## src/verilog/uart_cmd_pkg.sv

```systemverilog
package uart_cmd_pkg;

  // bit periods per frame: start, 8 data, parity, stop
  localparam int frame_bits = 11;

  // host command word
  // [15] read flag, [14:8] register address, [7:0] write data
  typedef struct packed {
    logic       rd;
    logic [6:0] addr;
    logic [7:0] wdata;
  } cmd_t;

  typedef enum logic [1:0] {
    st_ok        = 2'd0,
    st_bad_frame = 2'd1,
    st_timeout   = 2'd2
  } rsp_status_t;

  // parity bit that makes data plus parity an odd count of ones
  function automatic logic odd_parity(input logic [7:0] data);
    logic par;
    par = ~^data;
    return par;
  endfunction

endpackage

```

## src/verilog/uart_cmd_seq.sv

```systemverilog
module uart_cmd_seq
  import uart_cmd_pkg::*;
#(
  parameter int rsp_timeout = 400
) (
  input  logic        clk,
  input  logic        rst_n,
  input  logic        cmd_req,
  input  logic [15:0] cmd_data,
  output logic        cmd_ack,
  output logic [7:0]  rsp_data,
  output rsp_status_t rsp_status,
  output logic        byte_req,
  output logic [7:0]  byte_data,
  input  logic        byte_ack,
  input  logic        rx_valid,
  input  logic [7:0]  rx_data,
  input  logic        rx_bad,
  input  logic        rx_busy
);

  localparam int cw = $clog2(rsp_timeout + 1);

  typedef enum logic [2:0] {
    s_idle,
    s_hdr,
    s_data,
    s_wait,
    s_done,
    s_release
  } state_t;

  state_t        state;
  cmd_t          cmd_in;
  cmd_t          cmd_q;
  logic [cw-1:0] wait_cnt;
  logic          xfer_done;
  logic          timed_out;

  assign cmd_in = cmd_t'(cmd_data);

  // byte handshake back at rest after our request dropped
  assign xfer_done = !byte_req && !byte_ack;
  assign timed_out = wait_cnt == cw'(rsp_timeout);

  always_ff @(posedge clk or negedge rst_n) begin
    if (!rst_n) begin
      state    <= s_idle;
      byte_req <= 1'b0;
      cmd_ack  <= 1'b0;
      wait_cnt <= '0;
    end else begin
      case (state)
        s_idle: begin
          if (cmd_req) begin
            byte_req <= 1'b1;
            state    <= s_hdr;
          end
        end
        s_hdr: begin
          if (byte_req && byte_ack) begin
            byte_req <= 1'b0;
          end else if (xfer_done) begin
            if (cmd_q.rd) begin
              wait_cnt <= '0;
              state    <= s_wait;
            end else begin
              byte_req <= 1'b1;
              state    <= s_data;
            end
          end
        end
        s_data: begin
          if (byte_req && byte_ack) begin
            byte_req <= 1'b0;
          end else if (xfer_done) begin
            state <= s_done;
          end
        end
        s_wait: begin
          if (rx_valid || timed_out) begin
            state <= s_done;
          end else if (!rx_busy) begin
            // frame in progress holds the count
            wait_cnt <= wait_cnt + 1'b1;
          end
        end
        s_done: begin
          cmd_ack <= 1'b1;
          state   <= s_release;
        end
        s_release: begin
          if (!cmd_req) begin
            cmd_ack <= 1'b0;
            state   <= s_idle;
          end
        end
        default: state <= s_idle;
      endcase
    end
  end

  always_ff @(posedge clk) begin
    if (state == s_idle && cmd_req) begin
      cmd_q      <= cmd_in;
      byte_data  <= {cmd_in.rd, cmd_in.addr};
      rsp_data   <= '0;
      rsp_status <= st_ok;
    end else if (state == s_hdr && xfer_done && !cmd_q.rd) begin
      byte_data <= cmd_q.wdata;
    end else if (state == s_wait) begin
      if (rx_valid) begin
        rsp_data   <= rx_data;
        rsp_status <= rx_bad ? st_bad_frame : st_ok;
      end else if (timed_out) begin
        rsp_status <= st_timeout;
      end
    end
  end

  // ack only answers a pending host request
  a_ack_needs_req: assert property (@(posedge clk) disable iff (!rst_n)
    $rose(cmd_ack) |-> $past(cmd_req));

  // transmitter drops its ack only once our request is gone
  a_ack_fall_after_req: assert property (@(posedge clk) disable iff (!rst_n)
    $fell(byte_ack) |-> !$past(byte_req));

endmodule

```

## src/verilog/uart_cmd_top.sv

```systemverilog
module uart_cmd_top
  import uart_cmd_pkg::*;
#(
  parameter int clks_per_bit = 16,
  parameter int rsp_timeout  = 400
) (
  input  logic        clk,
  input  logic        rst_n,
  input  logic        cmd_req,
  input  logic [15:0] cmd_data,
  output logic        cmd_ack,
  output logic [7:0]  rsp_data,
  output rsp_status_t rsp_status,
  output logic        tx,
  input  logic        rx
);

  logic       byte_req;
  logic [7:0] byte_data;
  logic       byte_ack;
  logic       rx_valid;
  logic [7:0] rx_data;
  logic       rx_bad;
  logic       rx_busy;

  uart_cmd_seq #(
    .rsp_timeout(rsp_timeout)
  ) i_seq (
    .clk       (clk),
    .rst_n     (rst_n),
    .cmd_req   (cmd_req),
    .cmd_data  (cmd_data),
    .cmd_ack   (cmd_ack),
    .rsp_data  (rsp_data),
    .rsp_status(rsp_status),
    .byte_req  (byte_req),
    .byte_data (byte_data),
    .byte_ack  (byte_ack),
    .rx_valid  (rx_valid),
    .rx_data   (rx_data),
    .rx_bad    (rx_bad),
    .rx_busy   (rx_busy)
  );

  uart_tx_frame #(
    .clks_per_bit(clks_per_bit)
  ) i_tx (
    .clk      (clk),
    .rst_n    (rst_n),
    .byte_req (byte_req),
    .byte_data(byte_data),
    .byte_ack (byte_ack),
    .tx       (tx)
  );

  uart_rx_frame #(
    .clks_per_bit(clks_per_bit)
  ) i_rx (
    .clk     (clk),
    .rst_n   (rst_n),
    .rx      (rx),
    .rx_valid(rx_valid),
    .rx_data (rx_data),
    .rx_bad  (rx_bad),
    .rx_busy (rx_busy)
  );

endmodule

```

## src/verilog/uart_rx_frame.sv

```systemverilog
module uart_rx_frame
  import uart_cmd_pkg::*;
#(
  parameter int clks_per_bit = 16
) (
  input  logic       clk,
  input  logic       rst_n,
  input  logic       rx,
  output logic       rx_valid,
  output logic [7:0] rx_data,
  output logic       rx_bad,
  output logic       rx_busy
);

  localparam int tw = $clog2(clks_per_bit);

  logic          rx_s1;
  logic          rx_s2;
  logic          rx_s3;
  logic          start_edge;
  logic          sample;
  logic [tw-1:0] bit_tmr;
  logic [3:0]    bit_idx;
  logic          par_bit;

  // two flops for metastability, third one for edge detect
  always_ff @(posedge clk or negedge rst_n) begin
    if (!rst_n) begin
      rx_s1 <= 1'b1;
      rx_s2 <= 1'b1;
      rx_s3 <= 1'b1;
    end else begin
      rx_s1 <= rx;
      rx_s2 <= rx_s1;
      rx_s3 <= rx_s2;
    end
  end

  assign start_edge = rx_s3 && !rx_s2;
  assign sample     = rx_busy && bit_tmr == '0;

  always_ff @(posedge clk or negedge rst_n) begin
    if (!rst_n) begin
      rx_busy  <= 1'b0;
      rx_valid <= 1'b0;
      rx_bad   <= 1'b0;
      bit_tmr  <= '0;
      bit_idx  <= '0;
    end else begin
      rx_valid <= 1'b0;
      if (!rx_busy) begin
        if (start_edge) begin
          // first sample lands mid start bit
          rx_busy <= 1'b1;
          bit_tmr <= tw'(clks_per_bit / 2 - 1);
          bit_idx <= '0;
        end
      end else if (!sample) begin
        bit_tmr <= bit_tmr - 1'b1;
      end else begin
        bit_tmr <= tw'(clks_per_bit - 1);
        bit_idx <= bit_idx + 1'b1;
        if (bit_idx == 4'd0 && rx_s2) begin
          // start bit gone high again, glitch
          rx_busy <= 1'b0;
        end else if (bit_idx == 4'(frame_bits - 1)) begin
          rx_busy  <= 1'b0;
          rx_valid <= 1'b1;
          rx_bad   <= (par_bit != odd_parity(rx_data)) || !rx_s2;
        end
      end
    end
  end

  always_ff @(posedge clk) begin
    if (sample) begin
      if (bit_idx >= 4'd1 && bit_idx <= 4'd8) begin
        rx_data <= {rx_s2, rx_data[7:1]};
      end
      if (bit_idx == 4'd9) begin
        par_bit <= rx_s2;
      end
    end
  end

  a_valid_one_cycle: assert property (@(posedge clk) disable iff (!rst_n)
    rx_valid |=> !rx_valid);

endmodule

```

## src/verilog/uart_tx_frame.sv

```systemverilog
module uart_tx_frame
  import uart_cmd_pkg::*;
#(
  parameter int clks_per_bit = 16
) (
  input  logic       clk,
  input  logic       rst_n,
  input  logic       byte_req,
  input  logic [7:0] byte_data,
  output logic       byte_ack,
  output logic       tx
);

  localparam int tw = $clog2(clks_per_bit);

  typedef enum logic [1:0] {
    t_idle,
    t_shift,
    t_ack
  } tstate_t;

  tstate_t               state;
  logic [tw-1:0]         bit_tmr;
  logic [3:0]            bit_cnt;
  logic [frame_bits-2:0] shreg;
  logic                  bit_end;

  assign bit_end = bit_tmr == tw'(clks_per_bit - 1);

  always_ff @(posedge clk or negedge rst_n) begin
    if (!rst_n) begin
      state    <= t_idle;
      bit_tmr  <= '0;
      bit_cnt  <= '0;
      byte_ack <= 1'b0;
      tx       <= 1'b1;
    end else begin
      case (state)
        t_idle: begin
          if (byte_req) begin
            // start bit
            tx      <= 1'b0;
            bit_tmr <= '0;
            bit_cnt <= '0;
            state   <= t_shift;
          end
        end
        t_shift: begin
          if (bit_end) begin
            bit_tmr <= '0;
            if (bit_cnt == 4'(frame_bits - 1)) begin
              tx       <= 1'b1;
              byte_ack <= 1'b1;
              state    <= t_ack;
            end else begin
              tx      <= shreg[0];
              bit_cnt <= bit_cnt + 1'b1;
            end
          end else begin
            bit_tmr <= bit_tmr + 1'b1;
          end
        end
        t_ack: begin
          if (!byte_req) begin
            byte_ack <= 1'b0;
            state    <= t_idle;
          end
        end
        default: state <= t_idle;
      endcase
    end
  end

  // stop, parity, data lsb first
  always_ff @(posedge clk) begin
    if (state == t_idle && byte_req) begin
      shreg <= {1'b1, odd_parity(byte_data), byte_data};
    end else if (state == t_shift && bit_end) begin
      shreg <= shreg >> 1;
    end
  end

  a_idle_line_high: assert property (@(posedge clk) disable iff (!rst_n)
    state == t_idle |-> tx);

endmodule
```

## config.mk

```make
export PLATFORM = sky130hd
export DESIGN_NAME = uart_cmd_top
export DESIGN_NICKNAME = d
export VERILOG_FILES = /design/src/verilog/uart_cmd_pkg.sv /design/src/verilog/uart_cmd_seq.sv /design/src/verilog/uart_cmd_top.sv /design/src/verilog/uart_rx_frame.sv /design/src/verilog/uart_tx_frame.sv
export SDC_FILE = /design/constraint.sdc
export NUM_CORES = 1
export LEC_CHECK = 0
export BUFFER_PORTS_ARGS = -buffer_cell sky130_fd_sc_hd__buf_4
export CORE_UTILIZATION = 45
export DETAILED_ROUTE_END_ITERATION = 12
export PLACE_DENSITY = 0.65
export SLEW_MARGIN = 20
export SYNTH_ARGS = -nofsm -noshare
export SYNTH_HDL_FRONTEND = slang
export SYNTH_HIERARCHICAL = 1
export SYNTH_SLANG_ARGS = --single-unit
```

## constraint.sdc

```tcl
create_clock -name clk -period 2.05 [get_ports clk]
set_clock_uncertainty 0.15 [all_clocks]
set_input_delay 0.1025 -clock clk [delete_from_list [all_inputs] [get_ports clk]]
set_output_delay 0.1025 -clock clk [all_outputs]
set_load 0.1 [all_outputs]
```

### Word-level counts from Yosys, hierarchy flattened

Index checks and enable logic that the tools add are counted.

| cells by class | value |
|---|---|
| add/subtract/negate cells | 5 |
| magnitude comparators | 2 |
| eq/ne operators | 32 |
| muxes and demuxes | 64 |
| bitwise logic cells | 2 |
| reductions and logical operators | 47 |

Operator list:

| cell | number |
|---|---|
| 9-bit two-way mux | 7 |
| 4-bit two-way mux | 10 |
| 1-bit two-way mux | 23 |
| 3-bit two-way mux | 7 |
| 2-bit inequality test (second input constant) | 10 |
| 3-bit case mux with 6 select lines | 1 |
| 9-bit case mux with 2 select lines | 1 |
| 4-bit equality test (second input constant) | 4 |
| 8-bit two-way mux | 2 |
| 4-bit case mux with 2 select lines | 2 |
| 4-bit AND reduction | 4 |
| 2-bit nonzero test | 8 |
| 8-bit XNOR reduction | 2 |
| 2-bit by 1-bit inequality test with 1-bit output (second input constant) | 7 |
| 4-bit by 1-bit adder with 4-bit output (second input constant) | 3 |
| 2-bit two-way mux | 6 |
| 1-bit logical AND | 11 |
| 2-bit AND reduction | 5 |
| 9-bit by 1-bit adder with 9-bit output (second input constant) | 1 |
| 9-bit equality test (second input constant) | 1 |
| 3-bit AND reduction | 3 |
| 4-bit logical NOT | 2 |
| 7-bit AND reduction | 1 |
| 3-bit by 2-bit equality test with 1-bit output (second input constant) | 2 |
| other kinds (21) | 29 |

| storage, ports and cells | value |
|---|---|
| flip-flop bits (word level) | 86 |

### Logic depth before layout (Yosys ltp)

| logic depth | value |
|---|---|
| depth in word-level cells | 6 |
| depth in mapped cells | 7 |

### Cells and area by module

The synthesis kept the hierarchy.

By module, submodules not included:

| module | times used | cells an instance | area an instance (um^2) | seq. area each (um^2) |
|---|---|---|---|---|
| uart_cmd_seq | 1 | 175 | 1,883.1 | 1,061.0 |
| uart_tx_frame | 1 | 92 | 1,108.6 | 591.8 |
| uart_rx_frame | 1 | 82 | 1,054.8 | 624.3 |

### Least setup slack after synthesis

No wires, ideal clock.

| timing | value |
|---|---|
| path type | register to register |
| start | reg i_rx.bit_tmr[0] |
| end | reg i_rx.rx_data[0] (enable) |
| data arrival time | 1.659 ns |
| data required time | 1.514 ns |
| setup slack | -0.146 ns |
| cell stages (with the launch flop) | 6 |
| buffers on the path | 0 |
| period minus slack after synthesis | 2.196 ns |
| cells stage by stage | dfrtp_1 -> inv_1 -> ha_1 -> nor3b_1 -> nand2_1 -> a211oi_1 |

| between the ends | value |
|---|---|
| word-level cells in the longest chain between the ends | 3 |

Ends and longest elaborated chain:

| element | RTL line | RTL |
|---|---|---|
| from (decl) | uart_rx_frame.sv:22 | `logic [tw-1:0] bit_tmr;` |
| from (signal assigned) | uart_rx_frame.sv:55 | `bit_tmr <= tw'(clks_per_bit / 2 - 1);` |
| from (signal assigned) | uart_rx_frame.sv:59 | `bit_tmr <= bit_tmr - 1'b1;` |
| from (signal assigned) | uart_rx_frame.sv:61 | `bit_tmr <= tw'(clks_per_bit - 1);` |
| 4-bit logical NOT | uart_rx_frame.sv:40 | `assign sample = rx_busy && bit_tmr == '0;` |
| 1-bit logical AND | uart_rx_frame.sv:40 |  |
| 2-bit AND reduction (no line) | -- |  |
| to (signal assigned) | uart_rx_frame.sv:78 | `rx_data <= {rx_s2, rx_data[7:1]};` |
| to (decl) | uart_rx_frame.sv:10 | `output logic [7:0] rx_data,` |

No other way between the ends.
A chain may end at the register's enable or synchronous reset.

### Worst setup path after layout

| timing | value |
|---|---|
| start | reg i_seq.wait_cnt[0] |
| end | reg i_seq.wait_cnt[1] |

| between the ends | value |
|---|---|
| word-level cells in the longest chain between the ends | 4 |
| elaborated cells between the ends (all ways) | 8 |
| those cells by class | 1 x add/sub; 2 x eq/ne; 3 x mux; 2 x reduce/logical |

Ends and longest elaborated chain:

| element | RTL line | RTL |
|---|---|---|
| from (decl) | uart_cmd_seq.sv:36 | `logic [cw-1:0] wait_cnt;` |
| from (signal assigned) | uart_cmd_seq.sv:85 | `wait_cnt <= wait_cnt + 1'b1;` |
| 9-bit by 1-bit adder with 9-bit output / 9-bit equality test (equally long branches) | uart_cmd_seq.sv:85, uart_cmd_seq.sv:44 |  |
| 9-bit two-way mux / 1-bit logical OR (equally long branches) | uart_cmd_seq.sv:83, uart_cmd_seq.sv:81 |  |
| 9-bit two-way mux / 2-bit inequality test (equally long branches) | -- |  |
| 9-bit case mux with 2 select lines / 6-bit AND reduction (equally long branches) | -- |  |

Several ways; a longest one is shown, not always the timed one. The select of a mux whose other input is x is not followed.

==> results.toml <==
[synth]
netlist_area_sq_um = 4050
synth-simple-area-share = 0.141
synth_edf_count = 35
synthDistinctLibCells = 63
seq_area_frac_synth = 0.563
syn_inst = 349
synth_nets = 382
synthTopCellsByArea = "edfxtp_1 26%, dfrtp_1 22%, dfxtp_1 5.4%"
ys.flop_type = "dfrtp_1"
async_flop_share = 0.465
synth_top_family_by_area = "simple AND/OR/NAND/NOR gates"
muxShareOfSynthArea = 0.0553
synth_compound_area_frac = 0.121
ys_warn_count = 6
yosys.area_share.adder = 0.0402
synthTopCellsByCount = "36 x dfrtp_1, 36 x nand2_1, 35 x edfxtp_1"
synth_top_area_cell = "edfxtp_1"
postSynthAreaPerCell_sq_um = 11.6
ys_seq_elements = 86
synth_xor_area_frac = 0.0424
synth_top_area_share = 0.260

[timing]
maxSlewViolCount = 0
tns_ns = 0
finalSetupViolCount = 0
finalCritPeriodShare = 0.950
max_slew_margin = 0.647
tightest_slew_ns = 0.529
rsz0062_at_grt = "yes"
worst_slack_ns = 0.102
hold_ws_ns = 0.111
fmax_ghz = 0.513
finalHoldViolations = 0
layout_min_cycle_time_ns = 1.95

[drt]
antenna_left = 0
drt_iter0_drc = 165
wl_per_cell_microns = 13.8
vias = 2765
first_pass_iters = 4
drt_drc_violations_left = 0
drt-vias-per-instance = 5.25
wl_mm = 7.26

[layout]
final_cells = 527
fin_nets = 447
syn_to_final_growth_pct = 19.9
drive_above_1_share = 0.239
diodes = 0
fillers = 749

[critical_path]
crit_path_end_kind = "register"
required_ns = 2.18
crit_family = "compound AO/OA/AOI/OAI gates"
path_max_fanout = 9
cp_num_buf_inv = 1
r2r_end = "i_seq/wait_cnt[1]"
reg2reg_from = "i_seq/wait_cnt[0]"
rrSetupSlack_ns = 0.10
path_cells = "inv_1 -> ha_1 -> and4b_4 -> a2111oi_4 -> a31o_2 -> mux2i_1"
r2r_cells = 6
worstPathArrival_ns = 2.08
crit_type = "reg -> reg"
start_kind = "register"
slowest_delay_ns = 0.39
crit_slowest_cell = "dfrtp_1"

[clocking]
cts_tree = "built"
numCtsBuffers = 9
clk_latency_ns = 0.35
clockBufferDepth = 2
cts_sinks = 86
clkSlewWorstSetupHoldPaths_ns = 0.09
cts-root-buf = "clkbuf_8"
h-tree-depth = 3

[placed_design]
place_ws_ns = 0.0447
port_buffers = 31
dp.cells = 487
dp_hpwl_mm = 4.82
routabilityCongestion = 0.825

[floorplan]
die_h_microns = 96.8
core_area_sq_um = 8720
die-area_sq_um = 9380
die_x_microns = 96.8
io_pins = 32
fp-row-count = 34
start_util = 0.464

[global_routing]
grt_pass1_vias = 2828
use_met3 = 0.0376
use_met1 = 0.210
antenna_found_initial = 0
grt_pass1_wl_mm = 12.8
grt_overflow = 0
grt.total_usage = 0.167
grt-busiest-layer = "met2"
grt_max_degree = 41
met2_usage = 0.286

[flow_run]
max_cap_violations = 0

[power_and_ir_drop]
total_power_mw = 3.65
p_int_mw = 2.60
switchingPower_mw = 1.05
clock_power_share = 0.308
p_leak_nw = 1.96
ir_worst_vdd_mv = 0.492
netSwitchingFraction = 0.289
seqPwrFrac = 0.546
powerDensity_nw_per_um2 = 753
comb_power_share = 0.146

[outcome]
outcome = "finished, final reports clean"

[hold_path]
hp-class = "in -> async"
[per-stage QoR]
| stage | util | cell area (sq um) |
|---|---|---|
| floorplan | - | 4050 |
| global route | 0.556 | 4850 |
| detailed placement | 0.508 | 4430 |
| global placement | 0.508 | 4430 |
| finish | 0.556 | 4850 |
| CTS | 0.551 | 4810 |
[final cells by class]
class                           count  area, sq um  area share
Clock buffer                        9          124      0.0255
Clock inverter                      7         62.6      0.0129
Inverter                           18         67.6      0.0139
Multi-Input combinational cell    232         1630       0.336
Sequential cell                    86         2280       0.469
Tap cell                          108          135      0.0278
Timing Repair Buffer               67          554       0.114
[power by group through the flow]
stage               combinational (mW)  clock [mW]  sequential [mW]
floorplan                        0.325           0             2.07
global route                     0.601        1.24             2.01
detailed placement               0.504           0             2.03
CTS                              0.534        1.17             1.99
finish                           0.534        1.12             2.00
global placement                 0.490           0             2.03
[logic make-up (layout without fill, tap and decap cells)]
group | count (synthesis) | after routing
buffers and inverters | 31 | 101
multiplexers | 20 | 20
flip-flops | 86 | 86
AO/OA/AOI/OAI | 74 | 74
AND/OR/NAND/NOR | 107 | 107
adder cells (fa/ha/maj) | 13 | 13
XOR/XNOR | 18 | 18
[routing by layer]
| layer | up-vias | wire length, microns |
|---|---|---|
| li1 | 1384 | - |
| met1 | 1352 | 3340 |
| met3 | 8 | 168 |
| met4 | 0 | 95 |
| met5 | - | 0 |
| met2 | 21 | 3660 |
[how the worst max path moves through the flow]
stage                       from                end  slack, ns  cells past startpoint
4_1_cts        i_seq/wait_cnt[0]  i_seq/wait_cnt[1]       0.02                      6
5_1_grt        i_seq/wait_cnt[0]  i_seq/wait_cnt[1]      -0.01                      6
3_5_place_dp   i_seq/wait_cnt[0]  i_seq/wait_cnt[1]       0.04                      6
2_1_floorplan     i_seq/state[1]     i_seq/cmd_q[0]       0.05                      4
6_report       i_seq/wait_cnt[0]  i_seq/wait_cnt[1]       0.10                      6
3_3_place_gp   i_seq/wait_cnt[0]  i_seq/wait_cnt[1]        0.1                      6
[layout by cell type, fill, tap and decap left out, drive strengths merged, types with 7 or more instances in the layout]
cell type and instances:
a21oi 22, nor2 18, a31oi 7, nand2b 7, ha 13, nand2 37
buf 48, dfxtp 11, mux2 19, o21ai 18, dfrtp 36, clkbuf 9
nand3 8, edfxtp 35, xnor2 12, inv 24, dlygate4sd3 19
[repair_timing]
item | CTS | global route
endpoints found under the setup margin | 0 | 17
setup buffers | 0 | 5
hold buffers | 19 | 0
endpoints found under the hold margin | 60 | 0
resized for setup | 0 | 3
[state kept, by name, summed over array words and instances (netlist names)]
register / cells
i_rx/bit_tmr: 4
i_rx/rx_bad: 1
i_tx/tx: 1
i_rx/bit_idx: 4
i_tx/bit_tmr: 4
i_seq/byte_data: 8
i_seq/cmd_q: 9
i_tx/shreg: 10
i_tx/byte_ack: 1
i_seq/wait_cnt: 9
i_rx/rx_busy: 1
i_seq/rsp_data: 8
i_tx/bit_cnt: 4
i_rx/rx_valid: 1
i_rx/rx_s1: 1
i_seq/byte_req: 1
i_rx/rx_s3: 1
i_seq/rsp_status: 2
i_tx/state: 2
i_seq/state: 3
i_rx/par_bit: 1
i_rx/rx_data: 8
i_rx/rx_s2: 1
i_seq/cmd_ack: 1
No activity file was read; power rests on OpenSTA's default activity.
